<file path="src/rtl/qspi_link_pkg.sv">
package qspi_link_pkg;

    ////////////////////////////////////////////////////////////
    // Serial frame sizes
    ////////////////////////////////////////////////////////////

    localparam int CMD_BITS  = 8;
    localparam int ADDR_BITS = 24;
    localparam int WORD_BITS = 32;

    // Encoding matches the lane_mode field of the command-control word
    typedef enum logic [1:0] {
        LANE_NONE = 2'd0,
        LANE_X1   = 2'd1,
        LANE_X2   = 2'd2,
        LANE_X4   = 2'd3
    } lane_mode_e;

    typedef enum logic [2:0] {
        SEQ_IDLE,
        SEQ_CMD,
        SEQ_ADDR,
        SEQ_DUMMY,
        SEQ_DATA,
        SEQ_DONE
    } seq_state_e;

    typedef logic [5:0] prescale_t;
    typedef logic [7:0] bit_cnt_t;
    typedef logic [2:0] buf_idx_t;

    // Pad drivers, split so no tristate net lives inside the design
    typedef struct packed {
        logic [3:0] io_o;
        logic [3:0] io_oe;
    } qspi_pads_t;

endpackage

</file>
<file path="src/rtl/qspi_reg_pkg.sv">
package qspi_reg_pkg;

    ////////////////////////////////////////////////////////////
    // Register bus types
    ////////////////////////////////////////////////////////////

    // Byte address on the register bus
    typedef logic [5:0]  reg_addr_t;
    typedef logic [31:0] reg_word_t;
    typedef logic [3:0]  byte_en_t;

    ////////////////////////////////////////////////////////////
    // Register map
    ////////////////////////////////////////////////////////////

    localparam reg_addr_t CCR_OFS = 6'd0;
    localparam reg_addr_t ADR_OFS = 6'd4;
    // Data buffer words sit at 8, 12, ... 36
    localparam reg_addr_t DR_OFS  = 6'd8;
    localparam reg_addr_t STA_OFS = 6'd40;

    localparam int BUF_WORDS = 8;

    // Command-control word, listed from bit 31 down
    typedef struct packed {
        logic       start;
        logic [5:0] prescaler;
        logic [5:0] rsvd;
        logic [2:0] word_count_m1;
        logic [3:0] dummy_cycles;
        logic       addr_en;
        logic       write;
        logic [1:0] lane_mode;
        logic [7:0] cmd;
    } ccr_t;

endpackage
</file>
<file path="src/rtl/qspi_master.sv">
`timescale 1ns/100ps

module qspi_master
    import qspi_reg_pkg::*;
    import qspi_link_pkg::*;
(
    input  logic       clk_i,
    input  logic       rst_i,
    input  logic       write_i,
    input  byte_en_t   data_be_i,
    input  reg_addr_t  addr_i,
    input  reg_word_t  wdata_i,
    output reg_word_t  rdata_o,
    output logic       sclk_o,
    output logic       cs_n_o,
    output qspi_pads_t pads_o,
    input  logic [3:0] io_i
);

    ccr_t                 ccr;
    logic [ADDR_BITS-1:0] flash_addr;
    logic                 start;
    reg_word_t            buf_word;
    logic                 busy;
    buf_idx_t             buf_idx;
    logic                 cap_valid;
    reg_word_t            cap_word;
    logic                 run;
    logic                 sclk_rise;
    logic                 sclk_fall;

    qspi_regs u_regs (
        .clk_i        (clk_i),
        .rst_i        (rst_i),
        .write_i      (write_i),
        .data_be_i    (data_be_i),
        .addr_i       (addr_i),
        .wdata_i      (wdata_i),
        .rdata_o      (rdata_o),
        .busy_i       (busy),
        .buf_idx_i    (buf_idx),
        .cap_valid_i  (cap_valid),
        .cap_word_i   (cap_word),
        .ccr_o        (ccr),
        .flash_addr_o (flash_addr),
        .start_o      (start),
        .buf_word_o   (buf_word)
    );

    qspi_sclk_gen u_sclk_gen (
        .clk_i       (clk_i),
        .rst_i       (rst_i),
        .run_i       (run),
        .prescaler_i (ccr.prescaler),
        .sclk_o      (sclk_o),
        .sclk_rise_o (sclk_rise),
        .sclk_fall_o (sclk_fall)
    );

    qspi_sequencer u_sequencer (
        .clk_i        (clk_i),
        .rst_i        (rst_i),
        .start_i      (start),
        .ccr_i        (ccr),
        .flash_addr_i (flash_addr),
        .buf_word_i   (buf_word),
        .sclk_rise_i  (sclk_rise),
        .sclk_fall_i  (sclk_fall),
        .io_i         (io_i),
        .pads_o       (pads_o),
        .cs_n_o       (cs_n_o),
        .run_o        (run),
        .busy_o       (busy),
        .buf_idx_o    (buf_idx),
        .cap_valid_o  (cap_valid),
        .cap_word_o   (cap_word)
    );

endmodule

</file>
<file path="src/rtl/qspi_sequencer.sv">
`timescale 1ns/100ps

module qspi_sequencer
    import qspi_reg_pkg::*;
    import qspi_link_pkg::*;
(
    input  logic                 clk_i,
    input  logic                 rst_i,
    input  logic                 start_i,
    input  ccr_t                 ccr_i,
    input  logic [ADDR_BITS-1:0] flash_addr_i,
    input  reg_word_t            buf_word_i,
    input  logic                 sclk_rise_i,
    input  logic                 sclk_fall_i,
    input  logic [3:0]           io_i,
    output qspi_pads_t           pads_o,
    output logic                 cs_n_o,
    output logic                 run_o,
    output logic                 busy_o,
    output buf_idx_t             buf_idx_o,
    output logic                 cap_valid_o,
    output reg_word_t            cap_word_o
);

    seq_state_e           state_q;
    seq_state_e           next_phase;
    lane_mode_e           lane_q;
    logic                 wr_q;
    logic                 addr_en_q;
    logic [3:0]           dummy_q;
    buf_idx_t             words_m1_q;
    logic [ADDR_BITS-1:0] addr_q;
    bit_cnt_t             bit_cnt_q;
    buf_idx_t             word_cnt_q;
    buf_idx_t             buf_idx_q;
    logic                 cs_n_q;
    logic                 cap_valid_q;
    reg_word_t            cap_word_q;
    reg_word_t            out_sh_q;
    reg_word_t            in_sh_q;
    reg_word_t            in_sh_d;
    logic                 word_end;
    logic                 more_words;

    // Buffer words leave byte 0 first, each byte MSB first
    function automatic reg_word_t byte_swap(input reg_word_t w);
        return {w[7:0], w[15:8], w[23:16], w[31:24]};
    endfunction

    function automatic bit_cnt_t word_slots_m1(input lane_mode_e lane);
        case (lane)
            LANE_X2: return bit_cnt_t'(WORD_BITS / 2 - 1);
            LANE_X4: return bit_cnt_t'(WORD_BITS / 4 - 1);
            default: return bit_cnt_t'(WORD_BITS - 1);
        endcase
    endfunction

    assign busy_o      = (state_q != SEQ_IDLE) && (state_q != SEQ_DONE);
    assign run_o       = !cs_n_q;
    assign cs_n_o      = cs_n_q;
    assign buf_idx_o   = buf_idx_q;
    assign cap_valid_o = cap_valid_q;
    assign cap_word_o  = cap_word_q;

    assign word_end   = sclk_rise_i && (state_q == SEQ_DATA) && (bit_cnt_q == '0);
    assign more_words = (state_q == SEQ_DATA) && (word_cnt_q != '0);

    // Phase that follows the current one once its last bit has gone out
    always_comb begin
        next_phase = SEQ_DONE;
        if ((state_q == SEQ_CMD) && addr_en_q) begin
            next_phase = SEQ_ADDR;
        end else if (((state_q == SEQ_CMD) || (state_q == SEQ_ADDR)) && (dummy_q != '0)) begin
            next_phase = SEQ_DUMMY;
        end else if ((state_q != SEQ_DATA) && (lane_q != LANE_NONE)) begin
            next_phase = SEQ_DATA;
        end
    end

    // io1 carries the higher bit on two lanes, io3 the highest on four
    always_comb begin
        unique case (lane_q)
            LANE_X2: in_sh_d = {in_sh_q[29:0], io_i[1:0]};
            LANE_X4: in_sh_d = {in_sh_q[27:0], io_i};
            default: in_sh_d = {in_sh_q[30:0], io_i[1]};
        endcase
    end

    ////////////////////////////////////////////////////////////
    // Control state
    ////////////////////////////////////////////////////////////

    always_ff @(posedge clk_i) begin
        if (rst_i) begin
            state_q     <= SEQ_IDLE;
            cs_n_q      <= 1'b1;
            bit_cnt_q   <= '0;
            word_cnt_q  <= '0;
            buf_idx_q   <= '0;
            cap_valid_q <= 1'b0;
        end else begin
            cap_valid_q <= word_end && !wr_q;
            // Writes step ahead so the next word is ready at the boundary
            if ((word_end && wr_q) || cap_valid_q) begin
                buf_idx_q <= buf_idx_q + 1'b1;
            end
            if (!busy_o) begin
                state_q <= SEQ_IDLE;
                cs_n_q  <= 1'b1;
                if (start_i) begin
                    state_q   <= SEQ_CMD;
                    cs_n_q    <= 1'b0;
                    bit_cnt_q <= bit_cnt_t'(CMD_BITS - 1);
                    buf_idx_q <= '0;
                end
            end else if (sclk_fall_i) begin
                if (bit_cnt_q != '0) begin
                    bit_cnt_q <= bit_cnt_q - 1'b1;
                end else if (more_words) begin
                    word_cnt_q <= word_cnt_q - 1'b1;
                    bit_cnt_q  <= word_slots_m1(lane_q);
                end else begin
                    state_q <= next_phase;
                    case (next_phase)
                        SEQ_ADDR: bit_cnt_q <= bit_cnt_t'(ADDR_BITS - 1);
                        SEQ_DUMMY: bit_cnt_q <= bit_cnt_t'(dummy_q) - 1'b1;
                        SEQ_DATA: begin
                            bit_cnt_q  <= word_slots_m1(lane_q);
                            word_cnt_q <= words_m1_q;
                        end
                        default: cs_n_q <= 1'b1;
                    endcase
                end
            end
        end
    end

    ////////////////////////////////////////////////////////////
    // Fields and shift registers
    ////////////////////////////////////////////////////////////

    always_ff @(posedge clk_i) begin
        if (start_i && !busy_o) begin
            lane_q     <= lane_mode_e'(ccr_i.lane_mode);
            wr_q       <= ccr_i.write;
            addr_en_q  <= ccr_i.addr_en;
            dummy_q    <= ccr_i.dummy_cycles;
            words_m1_q <= ccr_i.word_count_m1;
            addr_q     <= flash_addr_i;
            out_sh_q   <= {ccr_i.cmd, 24'h000000};
        end else if (busy_o && sclk_fall_i) begin
            if (bit_cnt_q != '0) begin
                if (state_q != SEQ_DATA || lane_q == LANE_X1) begin
                    out_sh_q <= out_sh_q << 1;
                end else if (lane_q == LANE_X2) begin
                    out_sh_q <= out_sh_q << 2;
                end else begin
                    out_sh_q <= out_sh_q << 4;
                end
            end else if (more_words || next_phase == SEQ_DATA) begin
                out_sh_q <= byte_swap(buf_word_i);
            end else if (next_phase == SEQ_ADDR) begin
                out_sh_q <= {addr_q, 8'h00};
            end else begin
                out_sh_q <= '0;
            end
        end
        if (sclk_rise_i && (state_q == SEQ_DATA) && !wr_q) begin
            in_sh_q <= in_sh_d;
        end
        if (word_end) begin
            cap_word_q <= byte_swap(in_sh_d);
        end
    end

    // Outside quad mode io2 and io3 stay high as WP# and HOLD#
    always_comb begin
        pads_o.io_o  = '0;
        pads_o.io_oe = '0;
        if (busy_o) begin
            pads_o.io_o  = {2'b11, 1'b0, out_sh_q[31]};
            pads_o.io_oe = 4'b1101;
            if (state_q == SEQ_DATA) begin
                unique case (lane_q)
                    LANE_X2: begin
                        pads_o.io_o[1:0] = out_sh_q[31:30];
                        pads_o.io_oe     = wr_q ? 4'b1111 : 4'b1100;
                    end
                    LANE_X4: begin
                        pads_o.io_o  = out_sh_q[31:28];
                        pads_o.io_oe = wr_q ? 4'b1111 : 4'b0000;
                    end
                    default: begin
                        // Single lane reads keep io0 driven low
                        if (!wr_q) begin
                            pads_o.io_o[0] = 1'b0;
                        end
                    end
                endcase
            end
        end
    end

    assert property (@(posedge clk_i) disable iff (rst_i)
        (state_q == SEQ_IDLE) |-> cs_n_o);

endmodule

</file>
<file path="src/rtl/qspi_sclk_gen.sv">
`timescale 1ns/100ps

module qspi_sclk_gen
    import qspi_link_pkg::*;
(
    input  logic      clk_i,
    input  logic      rst_i,
    input  logic      run_i,
    input  prescale_t prescaler_i,
    output logic      sclk_o,
    output logic      sclk_rise_o,
    output logic      sclk_fall_o
);

    prescale_t div_cnt_q;
    logic      sclk_q;
    logic      toggle;

    // Half period is prescaler + 1 system clocks
    assign toggle = run_i && (div_cnt_q == prescaler_i);

    // Strobes lead the pin edge by one cycle, so the sequencer acts
    // on the same clock edge that moves sclk
    assign sclk_rise_o = toggle && !sclk_q;
    assign sclk_fall_o = toggle && sclk_q;
    assign sclk_o      = sclk_q;

    always_ff @(posedge clk_i) begin
        if (rst_i || !run_i) begin
            div_cnt_q <= '0;
            sclk_q    <= 1'b0;
        end else if (toggle) begin
            div_cnt_q <= '0;
            sclk_q    <= !sclk_q;
        end else begin
            div_cnt_q <= div_cnt_q + 1'b1;
        end
    end

    // Mode 0 idle level, the sequencer must stop only after a falling edge
    assert property (@(posedge clk_i) disable iff (rst_i)
        !run_i |-> !sclk_o);

endmodule

</file>
<file path="src/rtl/qspi_regs.sv">
`timescale 1ns/100ps

module qspi_regs
    import qspi_reg_pkg::*;
    import qspi_link_pkg::*;
(
    input  logic                 clk_i,
    input  logic                 rst_i,
    input  logic                 write_i,
    input  byte_en_t             data_be_i,
    input  reg_addr_t            addr_i,
    input  reg_word_t            wdata_i,
    output reg_word_t            rdata_o,
    input  logic                 busy_i,
    input  buf_idx_t             buf_idx_i,
    input  logic                 cap_valid_i,
    input  reg_word_t            cap_word_i,
    output ccr_t                 ccr_o,
    output logic [ADDR_BITS-1:0] flash_addr_o,
    output logic                 start_o,
    output reg_word_t            buf_word_o
);

    ccr_t                 ccr_q;
    ccr_t                 ccr_d;
    logic [ADDR_BITS-1:0] adr_q;
    reg_word_t            buf_q [BUF_WORDS];
    reg_word_t            rdata_q;
    reg_addr_t            word_addr;
    reg_addr_t            dr_ofs;
    buf_idx_t             dr_idx;
    logic                 dr_hit;
    logic                 ccr_wr;
    logic                 adr_wr;
    logic                 dr_wr;

    function automatic reg_word_t merge_bytes(input reg_word_t cur, input reg_word_t upd,
                                              input byte_en_t be);
        reg_word_t res;
        res = cur;
        for (int b = 0; b < 4; b++) begin
            if (be[b]) begin
                res[8*b +: 8] = upd[8*b +: 8];
            end
        end
        return res;
    endfunction

    ////////////////////////////////////////////////////////////
    // Address decode
    ////////////////////////////////////////////////////////////

    assign word_addr = {addr_i[5:2], 2'b00};
    assign dr_ofs    = word_addr - DR_OFS;
    assign dr_idx    = dr_ofs[4:2];
    assign dr_hit    = (word_addr >= DR_OFS) && (word_addr < STA_OFS);

    // The command word is frozen while a transfer runs
    assign ccr_wr = write_i && (word_addr == CCR_OFS) && !busy_i;
    assign adr_wr = write_i && (word_addr == ADR_OFS);
    assign dr_wr  = write_i && dr_hit;

    // Fields are passed on as they are being written, so a start in the same
    // write already sees its own prescaler and mode
    always_comb begin
        ccr_d = ccr_q;
        if (ccr_wr) begin
            ccr_d       = ccr_t'(merge_bytes(reg_word_t'(ccr_q), wdata_i, data_be_i));
            ccr_d.start = 1'b0;
            ccr_d.rsvd  = '0;
        end
    end

    assign ccr_o        = ccr_d;
    assign start_o      = ccr_wr && data_be_i[3] && wdata_i[31];
    assign flash_addr_o = adr_q;
    assign buf_word_o   = buf_q[buf_idx_i];

    always_ff @(posedge clk_i) begin
        if (rst_i) begin
            ccr_q <= '0;
            adr_q <= '0;
        end else begin
            ccr_q <= ccr_d;
            if (adr_wr) begin
                adr_q <= ADDR_BITS'(merge_bytes({8'h00, adr_q}, wdata_i,
                                                data_be_i & 4'b0111));
            end
        end
    end

    // Read data from the flash takes priority over the bus
    always_ff @(posedge clk_i) begin
        for (int i = 0; i < BUF_WORDS; i++) begin
            if (cap_valid_i && (buf_idx_i == buf_idx_t'(i))) begin
                buf_q[i] <= cap_word_i;
            end else if (dr_wr && (dr_idx == buf_idx_t'(i))) begin
                buf_q[i] <= merge_bytes(buf_q[i], wdata_i, data_be_i);
            end
        end
    end

    ////////////////////////////////////////////////////////////
    // Registered read mux
    ////////////////////////////////////////////////////////////

    always_ff @(posedge clk_i) begin
        rdata_q <= '0;
        if (word_addr == CCR_OFS) begin
            rdata_q <= ccr_q;
        end else if (word_addr == ADR_OFS) begin
            rdata_q <= {8'h00, adr_q};
        end else if (dr_hit) begin
            rdata_q <= buf_q[dr_idx];
        end else if (word_addr == STA_OFS) begin
            rdata_q <= {31'h0, busy_i};
        end
    end

    assign rdata_o = rdata_q;

    // A launch comes only from idle and the sequencer goes busy right after
    assert property (@(posedge clk_i) disable iff (rst_i)
        start_o |-> !busy_i ##1 busy_i);

endmodule

</file>
<file path="config.mk">
export PLATFORM = sky130hd
export DESIGN_NAME = qspi_master
export DESIGN_NICKNAME = d
export VERILOG_FILES = /design/src/rtl/qspi_link_pkg.sv /design/src/rtl/qspi_reg_pkg.sv /design/src/rtl/qspi_master.sv /design/src/rtl/qspi_sequencer.sv /design/src/rtl/qspi_sclk_gen.sv /design/src/rtl/qspi_regs.sv
export SDC_FILE = /design/constraint.sdc
export NUM_CORES = 1
export LEC_CHECK = 0
export BUFFER_PORTS_ARGS = -buffer_cell sky130_fd_sc_hd__buf_2
export CORE_MARGIN = 2
export CORE_UTILIZATION = 31
export CTS_BUF_LIST = sky130_fd_sc_hd__clkbuf_4 sky130_fd_sc_hd__clkbuf_8
export DETAILED_ROUTE_END_ITERATION = 8
export HOLD_SLACK_MARGIN = 0.15
export PLACE_DENSITY_LB_ADDON = 0.12
export SLEW_MARGIN = 40
export SYNTH_ARGS = -nofsm -noshare
export SYNTH_HDL_FRONTEND = slang
export SYNTH_SLANG_ARGS = --single-unit
</file>
<file path="constraint.sdc">
create_clock -name clk_i -period 8.1 [get_ports clk_i]
set_clock_uncertainty 0.1 [all_clocks]
set_input_delay 0.405 -clock clk_i [delete_from_list [all_inputs] [get_ports clk_i]]
set_output_delay 0.405 -clock clk_i [all_outputs]
set_load 0.02 [all_outputs]
</file>
==> metrics <==
Cell Area, Synth around 25000 um^2; port bufs 88; Setup WS pre-CTS 3.26 ns; power per standard cell area 189 nW/um^2; post-synth top area share 42.8%; Critical Path Source Type input port; post-synth top area cell edfxtp_1; Die ar. roughly 84000 um^2; GRT met2 Usage 32.3%; CTS clk-pin slew, worst paths 0.06 ns; Req. time, crit path approximately 8.3 ns; clock power share approximately 45%; area of the multi-input gates 11300 um^2; r2r startpoint u_sequencer.buf_idx_o[1]; worst vdd ir 0.0825 mV; htree depth 3; via/cell ratio 5.42; vias in the first global route 17500; Final Max Tran Viols 0; CTS tree built; Net Sw Power roughly 1.3 mW; fmax 244 MHz; syn avg cell area about 13 um^2; Mapped Nets 1981; Setup Viol. Count Final 0; Root Driver clkbuf_8; Setup Buffers After CTS 0; class of the worst hold path in -> reg; share of cells above drive strength 1 32.9%; Clock Sinks between 400 and 500; Clk Latency, worst-skew pair approximately 0.70 ns; hold_sp rst_i; post-DR wirelength/cell around 27 um; number of cell rows about 100; post-synthesis register bit count 493; worst-margin pin slew 0.954 ns; First-pass DRT Iterations 5; Reg area 13500 um^2; Int Power roughly 4.2 mW; top cells by count, synth edfxtp_1 (362), mux2_2 (269), nand2_1 (193), nor2_1 (162), mux2i_1 (141); register area share after synthesis 53.1%; Crit. End Element register; Tmin final 4.11 ns; Final Hold Viols 0; RePlAce Congestion 0.812; Pleak 10.3 nW; Synth Flop Type edfxtp_1; Initial DRC Count around 1700; largest net degree at the start of global routing 70; post-synthesis cell count 1919; crit path launch addr_i[4]; CTS Buf Count 90; fin nets 2087; Yosys warnings 0; first-pass GRT wire length about 120000 um; Starting Density a little under a third; Max Cap Violations 0; sequential share of power 49.3%; Area Overhead vs Synth 15.1%; initial antenna violation count 4; Setup TNS Final 0 ns; Post-synth EDFFs 362; top post-synthesis cells by area edfxtp_1 (43%), mux2_2 (12%), mux4_2 (11%); Cell variety after synth 66; M3 GR Usage under 10%; CP arrival around 4.3 ns; IO Count 91; combinational share of power 6.2%; Layout fillers 7754; Post-Route WL 85200 um; Core Footprint roughly 80000 um^2; Detail Route Antenna Nets 0; share of synthesized registers carrying an async set or reset 0%; slew margin rel. a little over a third; Max FO, Critical Path 20; met1 usage a little over a quarter; clk buf depth 3; post-CTS resize count 0; remaining global-route overflow 0; DRC viols 0; critical path class in -> reg; Vias 17100; post-route setup slack 3.99 ns; GR peak layer met2; Net Sw Frac 23.6%; overall routing resource usage 19.9%; Post-DP HPWL 57500 um; most frequent cell after synthesis edfxtp_1; RSZ-0062 raised after global routing no; status completed; die height between 200 and 300 um; fin crit share 50.7%; Die W 290 um
## worst max-delay path: stages
cell	delay (ns)
dlygate4sd3_1	0.53
buf_2	0.18
or4_4	0.65
nor4_4	0.43
buf_4	0.26
mux2i_1	0.13
a221oi_2	0.31
and3_1	0.49
nand2_1	0.48
nand2_1	0.45
## state kept, by name, summed over array words and instances (netlist names)
register                 count
u_regs.rdata_o              32
u_sequencer.cap_valid_o      1
u_sequencer.lane_q           2
u_sequencer.words_m1_q       3
u_sequencer.wr_q             1
u_sequencer.dummy_q          4
u_regs.flash_addr_o         24
u_sequencer.buf_idx_o        3
u_sclk_gen.sclk_o            1
u_sequencer.state_q          3
u_sequencer.out_sh_q        32
u_regs.ccr_q                25
u_sclk_gen.div_cnt_q         6
u_sequencer.addr_q          24
u_sequencer.bit_cnt_q        8
u_sequencer.in_sh_q         31
u_sequencer.addr_en_q        1
u_regs.buf_q               256
u_sequencer.cap_word_o      32
u_sequencer.cs_n_o           1
u_sequencer.word_cnt_q       3
## layer usage
metal  vias to the layer above  part of all wire (%)
met5                         -                     0
met4                         0                   2.3
met3                       128                   5.6
met2                       577                    47
met1                      8817                    45
li1                       7608                     -
## stage by stage
stage	utilization [%]	area (um^2)	instances	power, mW	hold slack [ns]
finish	36.2	29200	3161	5.53	0.181
global route	36.2	29200	3161	5.72	0.197
CTS	36.2	29200	3154	5.60	0.184
detailed placement	33.4	27000	2954	3.11	0.345
global placement	33.2	26800	2949	3.10	0.339
floorplan	-	25400	1919	2.97	0.325
## path summary, 6_finish.rpt
path	end	slack [ns]	cells past startpoint
setup reg to reg	u_regs.buf_q[0][24]	4.07	7
hold reg to reg	u_sequencer.addr_q[7]	0.35	0
setup / recovery	u_sequencer.out_sh_q[28]	3.99	10
hold / removal	u_sequencer.bit_cnt_q[3]	0.18	3
## final cells by class
cell class                 instances  share of cell area [%]
clock inverter                    19                   0.364
timing repair buffer             155                    3.84
tap                             1060                    4.54
antenna                            6                  0.0513
multi-input combinational       1261                    38.8
inverter                          24                   0.308
clock buffer                     143                    5.98
sequential                       493                    46.2
## power groups by stage
stage / sequential [mW] / combinational, mW / clock [mW]
final: 2.73 / 0.343 / 2.46
after global routing: 2.73 / 0.361 / 2.63
after CTS: 2.73 / 0.344 / 2.53
after detailed placement: 2.78 / 0.328 / 0
after global placement: 2.78 / 0.325 / 0
after floorplan: 2.80 / 0.173 / 0
## cell usage in the layout, fill, tap and decap left out, types with 16 or more instances in the layout
cell and n:
a222oi_1 16, mux2_2 269, o22ai_1 28, a21oi_1 50, buf_2 86, o21a_1 19
dlygate4sd3_1 38, nor2b_1 33, mux4_2 128, buf_4 23, edfxtp_1 362, nor2_1 159
o21ai_0 36, nand2_1 192, inv_1 22, nand3_1 17, clkbuf_4 35, clkbuf_8 108
mux2i_1 141, a211oi_1 33, dfxtp_1 129
## logic make-up (layout without fill, tap and decap cells)
kind of cell | after synthesis | in the layout | share of synthesized area [%]
XOR/XNOR | 16 | 16 | 0.552
multiplexers | 538 | 538 | 28.8
other | 0 | 6 | 0
adder cells (fa/ha/maj) | 13 | 13 | 0.640
flip-flops | 493 | 493 | 53.1
AO/OA/AOI/OAI | 228 | 228 | 6.14
AND/OR/NAND/NOR | 466 | 466 | 8.12
buffers and inverters | 165 | 341 | 2.62
## what timing repair did
item	4_1_cts	5_1_grt
hold buffers	38	0
setup endpoints to repair	0	0
hold endpoints to repair	294	0
No activity file was read; power rests on OpenSTA's default activity.
